## config.mk

```make
export PLATFORM = sky130hd
export DESIGN_NAME = rn_map_line_flat
export DESIGN_NICKNAME = d
export VERILOG_FILES = /design/src/rename_pkg.sv /design/src/rn_line_if.sv /design/src/rn_map_line.sv /design/src/flat_wrapper.sv
export VERILOG_INCLUDE_DIRS = /design/src
export SDC_FILE = /design/constraint.sdc
export NUM_CORES = 1
export LEC_CHECK = 0
export BUFFER_PORTS_ARGS = -buffer_cell sky130_fd_sc_hd__buf_2
export CAP_MARGIN = 20
export CORE_MARGIN = 5
export CORE_UTILIZATION = 50
export CTS_BUF_LIST = sky130_fd_sc_hd__clkbuf_4 sky130_fd_sc_hd__clkbuf_8
export DETAILED_ROUTE_END_ITERATION = 12
export MAX_ROUTING_LAYER = met4
export PLACE_DENSITY = 0.89
export SLEW_MARGIN = 20
export SYNTH_ARGS = -nofsm -noshare
export SYNTH_HDL_FRONTEND = slang
export SYNTH_SLANG_ARGS = --single-unit
```

## constraint.sdc

```tcl
create_clock -name clk -period 3.3 [get_ports clk]
set_input_delay 0.165 -clock clk [delete_from_list [all_inputs] [get_ports clk]]
set_output_delay 0.165 -clock clk [all_outputs]
set_load 0.05 [all_outputs]
```

## src/rename_config.svh

```systemverilog
`ifndef RENAME_CONFIG_SVH
`define RENAME_CONFIG_SVH

//////////////////////////////////////////////////
// ring geometry
//////////////////////////////////////////////////

// rename lines in the ring, also the credits the sender owns after reset
`define RN_DEPTH      8
// lines per segment, also the credits handed back on each retire
`define RN_HALF       4
`define RN_SLOT_BITS  3

//////////////////////////////////////////////////
// register file sizes
//////////////////////////////////////////////////

`define RN_LREGS      8
`define RN_LREG_BITS  3
`define RN_PREG_BITS  5

`endif
```

## src/rename_pkg.sv

```systemverilog
`include "rename_config.svh"

package rename_pkg;

  // opcodes, only alu and load produce a register result
  typedef enum logic [1:0] {
    OP_ALU    = 2'd0,
    OP_LOAD   = 2'd1,
    OP_STORE  = 2'd2,
    OP_BRANCH = 2'd3
  } op_e;

  // per line life cycle: written -> waiting -> done -> emptied by retire
  typedef enum logic [1:0] {
    LINE_EMPTY = 2'd0,
    LINE_WAIT  = 2'd1,
    LINE_DONE  = 2'd2
  } line_state_e;

  // which segment header is architectural
  // top: low half is the older one, mid: high half is the older one
  typedef enum logic {
    SEG_TOP = 1'b0,
    SEG_MID = 1'b1
  } seg_e;

  typedef logic [`RN_LREG_BITS-1:0] lreg_t;
  typedef logic [`RN_PREG_BITS-1:0] preg_t;

  // decoded instruction as held by one rename line
  typedef struct packed {
    op_e   op;
    lreg_t lsrc1;
    logic  lsrc1_vld;
    lreg_t lsrc2;
    logic  lsrc2_vld;
    lreg_t ldst;
    preg_t pdest;
  } rn_entry_t;

  // logical to physical map, one tag per logical register
  typedef preg_t [`RN_LREGS-1:0] rn_map_t;

  // identity map, logical i sits in physical i
  function automatic rn_map_t rn_map_reset();
    rn_map_t m;
    for (int i = 0; i < `RN_LREGS; i++)
    begin
      m[i] = preg_t'(i);
    end
    return m;
  endfunction

  function automatic logic op_writes_dst(op_e op);
    return (op == OP_ALU) || (op == OP_LOAD);
  endfunction

endpackage

```

## src/rn_line_if.sv

```systemverilog
// one bundle per rename line
// writer fills and completes the slot, segment control closes the map chain
interface rn_line_if;

  // from the writer
  logic                  wr_en;
  rename_pkg::rn_entry_t wr_entry;
  // slot select for completion
  logic                  done_en;
  // completion strobe, shared by all lines
  logic                  done;

  // from the segment control
  rename_pkg::rn_map_t   prv_map;
  logic                  retire;

  // from the line
  rename_pkg::rn_map_t     cur_map;
  rename_pkg::line_state_e state;
  rename_pkg::preg_t       psrc1;
  rename_pkg::preg_t       psrc2;
  rename_pkg::preg_t       old_pdest;

  modport writer (output wr_en, wr_entry, done_en, done);

  modport line (input  wr_en, wr_entry, done_en, done, prv_map, retire,
                output cur_map, state, psrc1, psrc2, old_pdest);

  // drain also reads wr_entry to pick up the pdest of the slot being written
  modport seg (input  wr_entry, cur_map, state, psrc1, psrc2, old_pdest,
               output prv_map, retire);

endinterface

```

## src/rn_map_line.sv

```systemverilog
module rn_map_line (
  input  logic    clk,
  input  logic    rst_n,
  rn_line_if.line ln_i
);

  rename_pkg::rn_entry_t   entry_q;
  rename_pkg::line_state_e state_q;
  // entry as seen this cycle, incoming one while being written
  rename_pkg::rn_entry_t   entry_v;
  logic                    active;

  always_ff @(posedge clk)
  begin
    if (ln_i.wr_en)
    begin
      entry_q <= ln_i.wr_entry;
    end
  end

  //////////////////////////////////////////////////
  // line state
  //////////////////////////////////////////////////

  always_ff @(posedge clk or negedge rst_n)
  begin
    if (!rst_n)
    begin
      state_q <= rename_pkg::LINE_EMPTY;
    end
    else if (ln_i.retire)
    begin
      state_q <= rename_pkg::LINE_EMPTY;
    end
    else if (ln_i.wr_en)
    begin
      state_q <= rename_pkg::LINE_WAIT;
    end
    else if (ln_i.done_en && ln_i.done && (state_q == rename_pkg::LINE_WAIT))
    begin
      // completion of an empty or finished slot falls through here
      state_q <= rename_pkg::LINE_DONE;
    end
  end

  assign ln_i.state = state_q;

  //////////////////////////////////////////////////
  // rename against the incoming map
  //////////////////////////////////////////////////

  // bypass so the drain can capture the renamed fields on the write edge
  assign entry_v = ln_i.wr_en ? ln_i.wr_entry : entry_q;
  assign active  = ln_i.wr_en || (state_q != rename_pkg::LINE_EMPTY);

  // sources and displaced tag all come from the map before this line
  assign ln_i.psrc1     = ln_i.prv_map[entry_v.lsrc1];
  assign ln_i.psrc2     = ln_i.prv_map[entry_v.lsrc2];
  assign ln_i.old_pdest = ln_i.prv_map[entry_v.ldst];

  // outgoing map, empty lines and non-writing ops pass it on untouched
  always_comb
  begin
    ln_i.cur_map = ln_i.prv_map;
    if (active && rename_pkg::op_writes_dst(entry_v.op))
    begin
      ln_i.cur_map[entry_v.ldst] = entry_v.pdest;
    end
  end

endmodule

```

## src/flat_wrapper.sv

```systemverilog
// flat-port wrapper written by rule: the top's interface ports become plain ports
module rn_map_line_flat 
  (clk, rst_n, ln_i_wr_en, ln_i_wr_entry, ln_i_done_en, ln_i_done, ln_i_prv_map, ln_i_retire, ln_i_cur_map, ln_i_state, ln_i_psrc1, ln_i_psrc2, ln_i_old_pdest);
  rn_line_if ln_i_i ();
  input  logic clk;
  input  logic rst_n;
  input wire logic [$bits(ln_i_i.wr_en)-1:0] ln_i_wr_en;
  input wire logic [$bits(ln_i_i.wr_entry)-1:0] ln_i_wr_entry;
  input wire logic [$bits(ln_i_i.done_en)-1:0] ln_i_done_en;
  input wire logic [$bits(ln_i_i.done)-1:0] ln_i_done;
  input wire logic [$bits(ln_i_i.prv_map)-1:0] ln_i_prv_map;
  input wire logic [$bits(ln_i_i.retire)-1:0] ln_i_retire;
  output wire logic [$bits(ln_i_i.cur_map)-1:0] ln_i_cur_map;
  output wire logic [$bits(ln_i_i.state)-1:0] ln_i_state;
  output wire logic [$bits(ln_i_i.psrc1)-1:0] ln_i_psrc1;
  output wire logic [$bits(ln_i_i.psrc2)-1:0] ln_i_psrc2;
  output wire logic [$bits(ln_i_i.old_pdest)-1:0] ln_i_old_pdest;
  assign ln_i_i.wr_en = ln_i_wr_en;
  assign ln_i_i.wr_entry = ln_i_wr_entry;
  assign ln_i_i.done_en = ln_i_done_en;
  assign ln_i_i.done = ln_i_done;
  assign ln_i_i.prv_map = ln_i_prv_map;
  assign ln_i_i.retire = ln_i_retire;
  assign ln_i_cur_map = ln_i_i.cur_map;
  assign ln_i_state = ln_i_i.state;
  assign ln_i_psrc1 = ln_i_i.psrc1;
  assign ln_i_psrc2 = ln_i_i.psrc2;
  assign ln_i_old_pdest = ln_i_i.old_pdest;
  rn_map_line u_core (.clk(clk), .rst_n(rst_n), .ln_i(ln_i_i));
endmodule
```

==> results of run 1 <==
metrics by stage:
stage | total power [mW] | setup slack, ns | util | hold slack (ns) | instances
after floorplan | 0.780 | 0.799 | - | -0.131 | 194
after global placement | 0.946 | 0.667 | 0.689 | -0.0506 | 363
after detailed placement | 0.964 | 0.576 | 0.689 | -0.0477 | 363
after CTS | 1.13 | 0.537 | 0.703 | 0.0726 | 368
after global routing | 1.18 | 0.336 | 0.703 | 0.0696 | 368
final | 1.14 | 0.429 | 0.703 | 0.0719 | 368
kinds of logic (layout without fill, tap and decap cells):
logic type / Yosys count / in the layout / synth area share
AO/OA/AOI/OAI: 21 / 21 / 0.0675
buffers and inverters: 16 / 140 / 0.0389
flip-flops: 17 / 17 / 0.163
multiplexers: 87 / 87 / 0.617
AND/OR/NAND/NOR: 53 / 53 / 0.114
what timing repair did:
action,in CTS,in global routing
hold endpoints to repair,2,0
setup buffers,0,0
hold buffers,1,0
cells in the mapped netlist, drive strengths merged, types with 2 or more instances:
library cell / n / area share
a21oi: 2 / 0.0047
a22o: 2 / 0.0081
a31oi: 3 / 0.0087
buf: 5 / 0.020
dfrtp: 2 / 0.023
dfxtp: 15 / 0.14
inv: 9 / 0.016
mux2: 51 / 0.27
mux2i: 9 / 0.059
mux4: 27 / 0.29
nand2: 27 / 0.047
nand2b: 2 / 0.0058
nand3: 4 / 0.012
nand4: 4 / 0.012
nor2: 7 / 0.012
nor2b: 6 / 0.017
nor3: 2 / 0.0047
o21ai: 6 / 0.014
o22a: 2 / 0.0081
o32a: 2 / 0.0093
worst max-delay path by stage:
stage                        to  slack, ns  depth (start not counted)
2_1_floorplan     ln_i_psrc2[4]       0.80                          6
3_3_place_gp    ln_i_cur_map[3]       0.67                          5
3_5_place_dp   ln_i_cur_map[16]       0.58                          5
4_1_cts        ln_i_cur_map[16]       0.54                          5
5_1_grt        ln_i_cur_map[16]       0.34                          5
6_report       ln_i_cur_map[16]       0.43                          5
cells in the final DEF, fill, tap and decap left out:
cell type	n
mux4_2	22
dfrtp_1	2
dlygate4sd3_1	1
mux2i_1	4
mux2i_4	2
dfxtp_1	15
buf_4	8
mux2_2	51
o31ai_1	1
nor2_1	7
nand2_1	27
clkbuf_4	1
o21ai_0	6
mux2i_2	3
mux4_1	5
nand3b_1	1
a21oi_1	2
o32a_1	2
nor3_1	2
buf_2	117
nand2b_1	2
o32ai_1	1
clkinv_1	1
a31oi_1	3
nand3_1	3
nand3_2	1
nand4_1	4
o21bai_1	1
nor2b_1	6
o211ai_1	1
inv_1	9
o22a_1	2
clkbuf_8	3
a22o_1	2
metal layers:
layer  routed length (um)  vias up
met4                  276        0
met1                 2660     1087
met5                    0        -
li1                     -     1022
met2                 3830      168
met3                  680       34
power by group through the flow:
stage | clock network [mW] | logic (mW) | registers (mW)
after floorplan | 0 | 0.537 | 0.242
after global routing | 0.176 | 0.762 | 0.240
after global placement | 0 | 0.706 | 0.240
final | 0.171 | 0.728 | 0.238
after detailed placement | 0 | 0.722 | 0.242
after CTS | 0.169 | 0.725 | 0.238
cell type report:
| class | count | area (sq um) | area share |
|---|---|---|---|
| multi-input combinational | 161 | 1720 | 0.598 |
| tap | 50 | 62.6 | 0.0218 |
| timing repair buffer | 126 | 656 | 0.228 |
| sequential | 17 | 350 | 0.122 |
| clock buffer | 4 | 48.8 | 0.0170 |
| inverter | 10 | 37.5 | 0.0131 |
state kept, by name (all words and copies together), names as in the netlist:
signal             count
u_core.ln_i.state      2
u_core.entry_q        15
==> results.yml, run 1 <==
sta:
  tightest_slew_ns: 0.789
  rsz0062_at_grt: "false"
  final.setup.tns_ns: 0
  max_freq_mhz: 348
  finalClockSkew_ns: 0.0000470
  slew_violations: 0
  slew_headroom: 0.459
  finalCriticalPeriod_ns: 2.87
  fin_crit_sh: 0.870
  setup_viol: 0
  hold_viol: 0
critical_path:
  critical_path_required_ns: 3.13
  crit_top_cell: "buf_2"
  end_kind: "output pin"
  crit_arrival_ns: 2.71
  critPathLaunchType: "input pin"
  startpoint: "ln_i_wr_en"
  crit_fanout: 28
  crit-reg2reg-launch: "u_core.entry_q[15]"
  worstPathCellList: "buf_2 > mux2i_1 > nand3_1 > mux2_2 > buf_2"
  crit_buf_inv: 2
  worst_path_max_delay_cell: "mux2i_1"
  reg2reg_slack_ns: 2.04
  reg2reg_depth: 2
  rr_endpoint: "u_core.entry_q[15]"
  cp_top_family: "multiplexers"
  crit_type: "input pin to output pin"
  slowest_delay_ns: 0.75
hold_path:
  hold_end: "u_core.ln_i.state[1]"
  whs_path_depth: 2
  hp-start: "ln_i_retire"
  hold_path.class: "input pin to flip-flop"
placement:
  place_area_sq_mm: 0.00281
  place.gp.congestion: 0.844
  portBuffers: 117
  post-dp-hpwl_mm: 5.95
power_and_ir_drop:
  seqPwrFrac: 0.209
  power_switching_uw: 564
  p_leak_nw: 1.35
  p_comb_frac: 0.640
  p_int_uw: 573
  power_frac_clock: 0.150
  swShare: 0.496
  max-vdd-ir-drop_mv: 0.259
  powerDensity_mw_per_mm2: 396
logic_synthesis:
  yosysWarnings: 0
  seq_area_frac_synth: 0.163
  synth_edf_count: 0
  yosys_most_used_dff: "dfxtp_1"
  syn-instance-count: 194
  synthArstFlopShare: 0.118
  syn-num-nets: 258
  avgSynthCellArea_sq_um: 11.1
  syn-cell-area_sq_mm: 0.00215
  synth_cell_types: 33
  ys_ff_latch: 17
global_route:
  grt_pass1_wl_mm: 11.1
  gr-usage-met3: 0.0475
  grt_pass1_vias: 2287
  met2_usage: 0.448
  grt-busiest-layer: "met2"
  grt-ovfl-total: 0
  grt_usage: 0.266
  use_met1: 0.315
  grt_max_degree: 29
  antenna_found_initial: 0
status:
  status: "finished, final reports clean"
floorplanning:
  fp.dieW_um: 75.6
  pin_count: 121
  die_h_um: 75.6
  fp.coreArea_sq_mm: 0.00409
  die_area_sq_mm: 0.00572
  start_util: 0.527
  placement_rows: 23
clock_tree:
  cts_tree: "yes"
  clk_pin_slew_ns: 0.07
  htreeDepth: 1
  cts.sinks: 17
  clock_path_buffers: 2
  clk_latency_ns: 0.26
  cts_root_buffer: "clkbuf_8"
  post_cts_resized: 0
  cts_buffers: 3
cells_and_area:
  fillers: 315
  nets: 383
  fin_area_sq_mm: 0.00287
  drive_gt1_frac: 0.654
  syn_to_final_growth_pct: 33.5
  antennaDiodeCount: 0
drt:
  routed_wl_mm: 7.44
  drcViolationCount: 0
  drt-initial-drc-count: 213
  ant_nets: 0
  dr.pass1.iters: 4
  avgViaCountPerCell: 6.28
  vias: 2311
  wl_per_cell_um: 20.2
run:
  drv_cap: 0
No activity file was read; power rests on OpenSTA's default activity.
==> run 2, diff against run 1 <==
--- a/config.mk
+++ b/config.mk
@@ -14,6 +14,7 @@
 export DETAILED_ROUTE_END_ITERATION = 12
 export MAX_ROUTING_LAYER = met4
 export PLACE_DENSITY = 0.89
+export REMOVE_ABC_BUFFERS = 1
 export SLEW_MARGIN = 20
 export SYNTH_ARGS = -nofsm -noshare
 export SYNTH_HDL_FRONTEND = slang
==> run 2 against run 1 <==
Net effect: core utilization unchanged; register-to-register slack about the same; final area did not move; sequential share of layout area stayed put; critical path type is now flip-flop to output pin; largest cell class unchanged; highest routed layer unchanged.
==> results.yml, run 2 (synthesis gave the netlist of run 1 again) <==
cells_and_area:
  mostFrequentLayoutCells: "buf_2, mux2_2, nand2_1"
  nets: 383
  final_common_cell: "buf_2"
  antennaDiodeCount: 0
  syn_to_final_growth_pct: 33.5
  seq_area_sq_um: 350
  fillers: 318
  drive_gt1_frac: 0.654
  multi_input_area_sq_mm: 0.00172
  largest_reg_flops: 15
  largest_register: "u_core.entry_q"
global_route:
  grt_max_degree: 18
  grt-ovfl-total: 0
  antenna_found_initial: 0
  grt_pass1_wl_mm: 11.0
  grt_usage: 0.266
  grt_pass1_vias: 2270
critical_path:
  crit_arrival_ns: 2.42
  cp_top_family: "multiplexers"
  worstPathCellList: "o21bai_1 > mux2i_1 > nand3_1 > mux2_2 > buf_2"
  crit_type: "flip-flop to output pin"
  crit_buf_inv: 1
  critical_path_required_ns: 3.13
  crit_fanout: 8
  critPathLaunchType: "flip-flop"
  reg2reg_depth: 2
  end_kind: "output pin"
  worst_path_max_delay_cell: "mux2i_1"
  critical_path_depth: 5
  slowest_delay_ns: 0.52
floorplanning:
  pin_count: 121
  fp.dieW_um: 75.6
  die_h_um: 75.6
  start_util: 0.527
  placement_rows: 23
  die_area_sq_mm: 0.00572
  fp.coreArea_sq_mm: 0.00409
sta:
  setup_viol: 0
  final.setup.tns_ns: 0
  finalClockSkew_ns: 0.00000952
  fin_crit_sh: 0.784
  fin_ws_ns: 0.714
  slew_headroom: 0.452
  slew_violations: 0
  rsz0062_at_grt: "false"
  tightest_slew_ns: 0.807
  hold_viol: 0
  finalCriticalPeriod_ns: 2.59
  max_freq_mhz: 387
placement:
  post-dp-hpwl_mm: 5.82
  portBuffers: 117
  post-place-ws_ns: 0.765
  place.gp.congestion: 0.906
power_and_ir_drop:
  p_leak_nw: 1.34
  powerDensity_mw_per_mm2: 394
  max-vdd-ir-drop_mv: 0.229
  power_switching_uw: 561
  power_frac_clock: 0.152
  p_comb_frac: 0.639
  seqPwrFrac: 0.209
  swShare: 0.495
  p_int_uw: 572
drt:
  vias: 2271
  dr.pass1.iters: 6
  ant_nets: 0
  drcViolationCount: 0
  routed_wl_mm: 7.40
  drt-initial-drc-count: 163
  avgViaCountPerCell: 6.17
  wl_per_cell_um: 20.1
clock_tree:
  clk_latency_ns: 0.26
  cts_root_buffer: "clkbuf_8"
  cts_hold_buffers: 1
  cts_tree: "yes"
  cts.sinks: 17
  clk_pin_slew_ns: 0.07
  cts_buffers: 3
  clock_path_buffers: 2
  cts_setup_buffers: 0
  htreeDepth: 1
  post_cts_resized: 0
status:
  status: "finished, final reports clean"
run:
  drv_cap: 0
hold_path:
  whs_path_depth: 2
  hold_path.class: "input pin to flip-flop"
==> run 2: cell counts in the layout (fill, tap and decap cells not counted) <==
No cell type changed its count.
==> run 2: worst register-to-register path: cells and delay by family, from the launching register on <==
kind     cells  cell delay, ns
buf+inv      1            0.24
flops        1            0.30
mux          1            0.55
==> run 2: layout make-up <==
class                      count  area share
tap                           50      0.0218
timing repair buffer         126       0.228
inverter                      10      0.0131
clock buffer                   4      0.0170
sequential                    17       0.122
multi-input combinational    161       0.598
==> run 2: path summary, 6_finish.rpt <==
path | end | startpoint | slack (ns)
hold reg to reg | u_core.entry_q[17] | u_core.entry_q[17] | 0.48
max in group asynchronous | u_core.ln_i.state[0] | rst_n | 3.00
setup / recovery | ln_i_cur_map[33] | u_core.ln_i.state[0] | 0.71
min in group asynchronous | u_core.ln_i.state[1] | rst_n | 0.21
setup reg to reg | u_core.entry_q[15] | u_core.entry_q[15] | 2.03
hold / removal | u_core.ln_i.state[0] | ln_i_retire | 0.07
==> run 2: power groups by stage <==
stage / Combinational, mW / Sequential, mW / Clock, mW
finish: 0.723 / 0.237 / 0.172
global route: 0.761 / 0.239 / 0.181
CTS: 0.721 / 0.237 / 0.174
detailed placement: 0.719 / 0.242 / 0
global placement: 0.706 / 0.240 / 0
floorplan: 0.524 / 0.242 / 0
==> run 2: metrics by stage <==
stage	std cells	utilization	total power, mW	hold WS [ns]	instance area [sq um]
floorplan	188	-	0.767	-0.131	2110
global placement	363	0.689	0.946	-0.0507	2810
detailed placement	363	0.689	0.960	-0.0492	2810
CTS	368	0.703	1.13	0.0698	2870
global route	368	0.703	1.18	0.0851	2870
finish	368	0.703	1.13	0.0724	2870
==> run 2: routing by layer <==
| layer | vias to the layer above | global-route usage | wire length (um) | share of wire |
|---|---|---|---|---|
| li1 | 1021 | - | - | - |
| met1 | 1079 | 0.316 | 2790 | 0.38 |
| met2 | 138 | 0.453 | 3700 | 0.50 |
| met3 | 33 | 0.0409 | 687 | 0.093 |
| met4 | 0 | 0.103 | 227 | 0.031 |
| met5 | - | - | 0 | 0 |
==> run 3, diff against run 2 <==
--- a/config.mk
+++ b/config.mk
@@ -9,11 +9,11 @@
 export BUFFER_PORTS_ARGS = -buffer_cell sky130_fd_sc_hd__buf_2
 export CAP_MARGIN = 20
 export CORE_MARGIN = 5
-export CORE_UTILIZATION = 50
+export CORE_UTILIZATION = 46
 export CTS_BUF_LIST = sky130_fd_sc_hd__clkbuf_4 sky130_fd_sc_hd__clkbuf_8
 export DETAILED_ROUTE_END_ITERATION = 12
 export MAX_ROUTING_LAYER = met4
-export PLACE_DENSITY = 0.89
+export PLACE_DENSITY = 0.83
 export REMOVE_ABC_BUFFERS = 1
 export SLEW_MARGIN = 20
 export SYNTH_ARGS = -nofsm -noshare
==> constraint.sdc (replaced) <==
create_clock -name clk -period 2.44 [get_ports clk]
set_input_delay 0.122 -clock clk [delete_from_list [all_inputs] [get_ports clk]]
set_output_delay 0.122 -clock clk [all_outputs]
set_load 0.05 [all_outputs]
==> run 3 against run 2 <==
Net effect: power up 37%; non-clock buffer count rose by 6; setup slack got worse by 0.57 ns; sequential power increased by 35%; first-iteration DRC count rose by 79%; critical endpoint is now ln_i_cur_map[23].
==> results.yml, run 3 (synthesis gave the netlist of run 1 again) <==
status:
  status: "finished, final reports clean"
global_route:
  grt-ovfl-total: 0
  antenna_found_initial: 0
  grt_max_degree: 18
  grt_usage: 0.249
  grt_pass1_wl_mm: 11.7
  grt_pass1_vias: 2293
hold_path:
  hold_path.class: "input pin to flip-flop"
  hp-start: "ln_i_retire"
power_and_ir_drop:
  p_comb_frac: 0.643
  power_frac_clock: 0.150
  powerDensity_mw_per_mm2: 528
  design_power_total_mw: 1.55
  max-vdd-ir-drop_mv: 0.361
  p_leak_nw: 1.38
  power_switching_uw: 761
  seqPwrFrac: 0.207
  p_int_uw: 788
  swShare: 0.491
clock_tree:
  cts.sinks: 17
  cts_root_buffer: "clkbuf_8"
  clk_pin_slew_ns: 0.06
  cts_setup_buffers: 0
  clock_path_buffers: 2
  clk_latency_ns: 0.25
  htreeDepth: 1
  cts_buffers: 3
  cts_tree: "yes"
  post_cts_resized: 0
sta:
  setup_viol: 0
  slew_headroom: 0.671
  finalCriticalPeriod_ns: 2.30
  final.setup.tns_ns: 0
  max_freq_mhz: 435
  rsz0062_at_grt: "false"
  tightest_slew_ns: 0.493
  fin_crit_sh: 0.941
  whs_ns: 0.0310
  hold_viol: 0
  slew_violations: 0
  finalClockSkew_ns: 0.0000134
cells_and_area:
  antennaDiodeCount: 0
  stdcell_count: 376
  largest_register: "u_core.entry_q"
  nets: 389
  utilization: 0.660
  mostFrequentLayoutCells: "buf_2, mux2_2, nand2_1"
  syn_to_final_growth_pct: 36.3
  final_common_cell: "buf_2"
  largest_reg_flops: 15
  drive_gt1_frac: 0.660
floorplanning:
  fp.coreArea_sq_mm: 0.00444
  die_h_um: 78.4
  fp.dieW_um: 78.4
  placement_rows: 24
  pin_count: 121
  die_area_sq_mm: 0.00615
  start_util: 0.484
placement:
  post-dp-hpwl_mm: 5.96
  place.gp.congestion: 0.882
  dp_cells: 371
  portBuffers: 117
drt:
  avgViaCountPerCell: 6.04
  routed_wl_mm: 7.49
  dr.pass1.iters: 4
  drt-initial-drc-count: 291
  ant_nets: 0
  drcViolationCount: 0
  vias: 2272
  wl_per_cell_um: 19.9
critical_path:
  crit_arrival_ns: 2.18
  crit-reg2reg-launch: "u_core.entry_q[13]"
  startpoint: "ln_i_wr_en"
  critical_path_required_ns: 2.32
  reg2reg_slack_ns: 1.40
  critPathLaunchType: "input pin"
  crit_fanout: 17
  end_kind: "output pin"
  crit_type: "input pin to output pin"
run:
  drv_cap: 0
==> run 3: area by class of cell <==
| class | instances | area (sq um) |
|---|---|---|
| fill | 369 | 1510 |
| clock buffer | 4 | 48.8 |
| tap | 52 | 65.1 |
| sequential | 17 | 350 |
| timing repair buffer | 132 | 713 |
| multi-input combinational | 161 | 1720 |
| inverter | 10 | 37.5 |
==> run 3: through the flow <==
step           instance area, sq um  worst slack, ns
6_report                       2930            0.143
5_1_grt                        2930           0.0787
4_1_cts                        2930            0.181
3_5_place_dp                   2870            0.182
3_3_place_gp                   2870            0.182
2_1_floorplan                  2110           -0.130
==> run 3: worst paths after layout <==
kind	to	depth (start not counted)
worst max-delay path	ln_i_cur_map[23]	7
worst min-delay path	u_core.ln_i.state[0]	2
worst max register to register	u_core.entry_q[13]	3
worst min register to register	u_core.entry_q[17]	1
max in group asynchronous	u_core.ln_i.state[0]	2
min in group asynchronous	u_core.ln_i.state[1]	2
==> run 3: critical path, stage by stage <==
cell and delay [ns]:
buf_2 0.40, buf_4 0.25, mux2i_1 0.19, buf_4 0.17
nand4_1 0.39, mux2_2 0.43, buf_2 0.21
==> run 3: power by group through the flow <==
stage | Combinational (mW) | Sequential (mW) | Clock [mW]
after global placement | 0.977 | 0.325 | 0
final | 0.995 | 0.321 | 0.233
after detailed placement | 0.990 | 0.327 | 0
after floorplan | 0.709 | 0.328 | 0
after CTS | 0.993 | 0.321 | 0.243
after global routing | 1.05 | 0.324 | 0.253
==> run 3: routing by layer <==
layer	global-route usage	wire, um	vias up
met2	0.411	3760	150
li1	-	-	1034
met5	-	0	-
met4	0.101	208	0
met3	0.0458	715	18
met1	0.300	2800	1070
==> run 3: what timing repair did <==
action                                  CTS  global route
endpoints found under the setup margin    0             0
hold buffers                              1             0
endpoints found under the hold margin     2             0
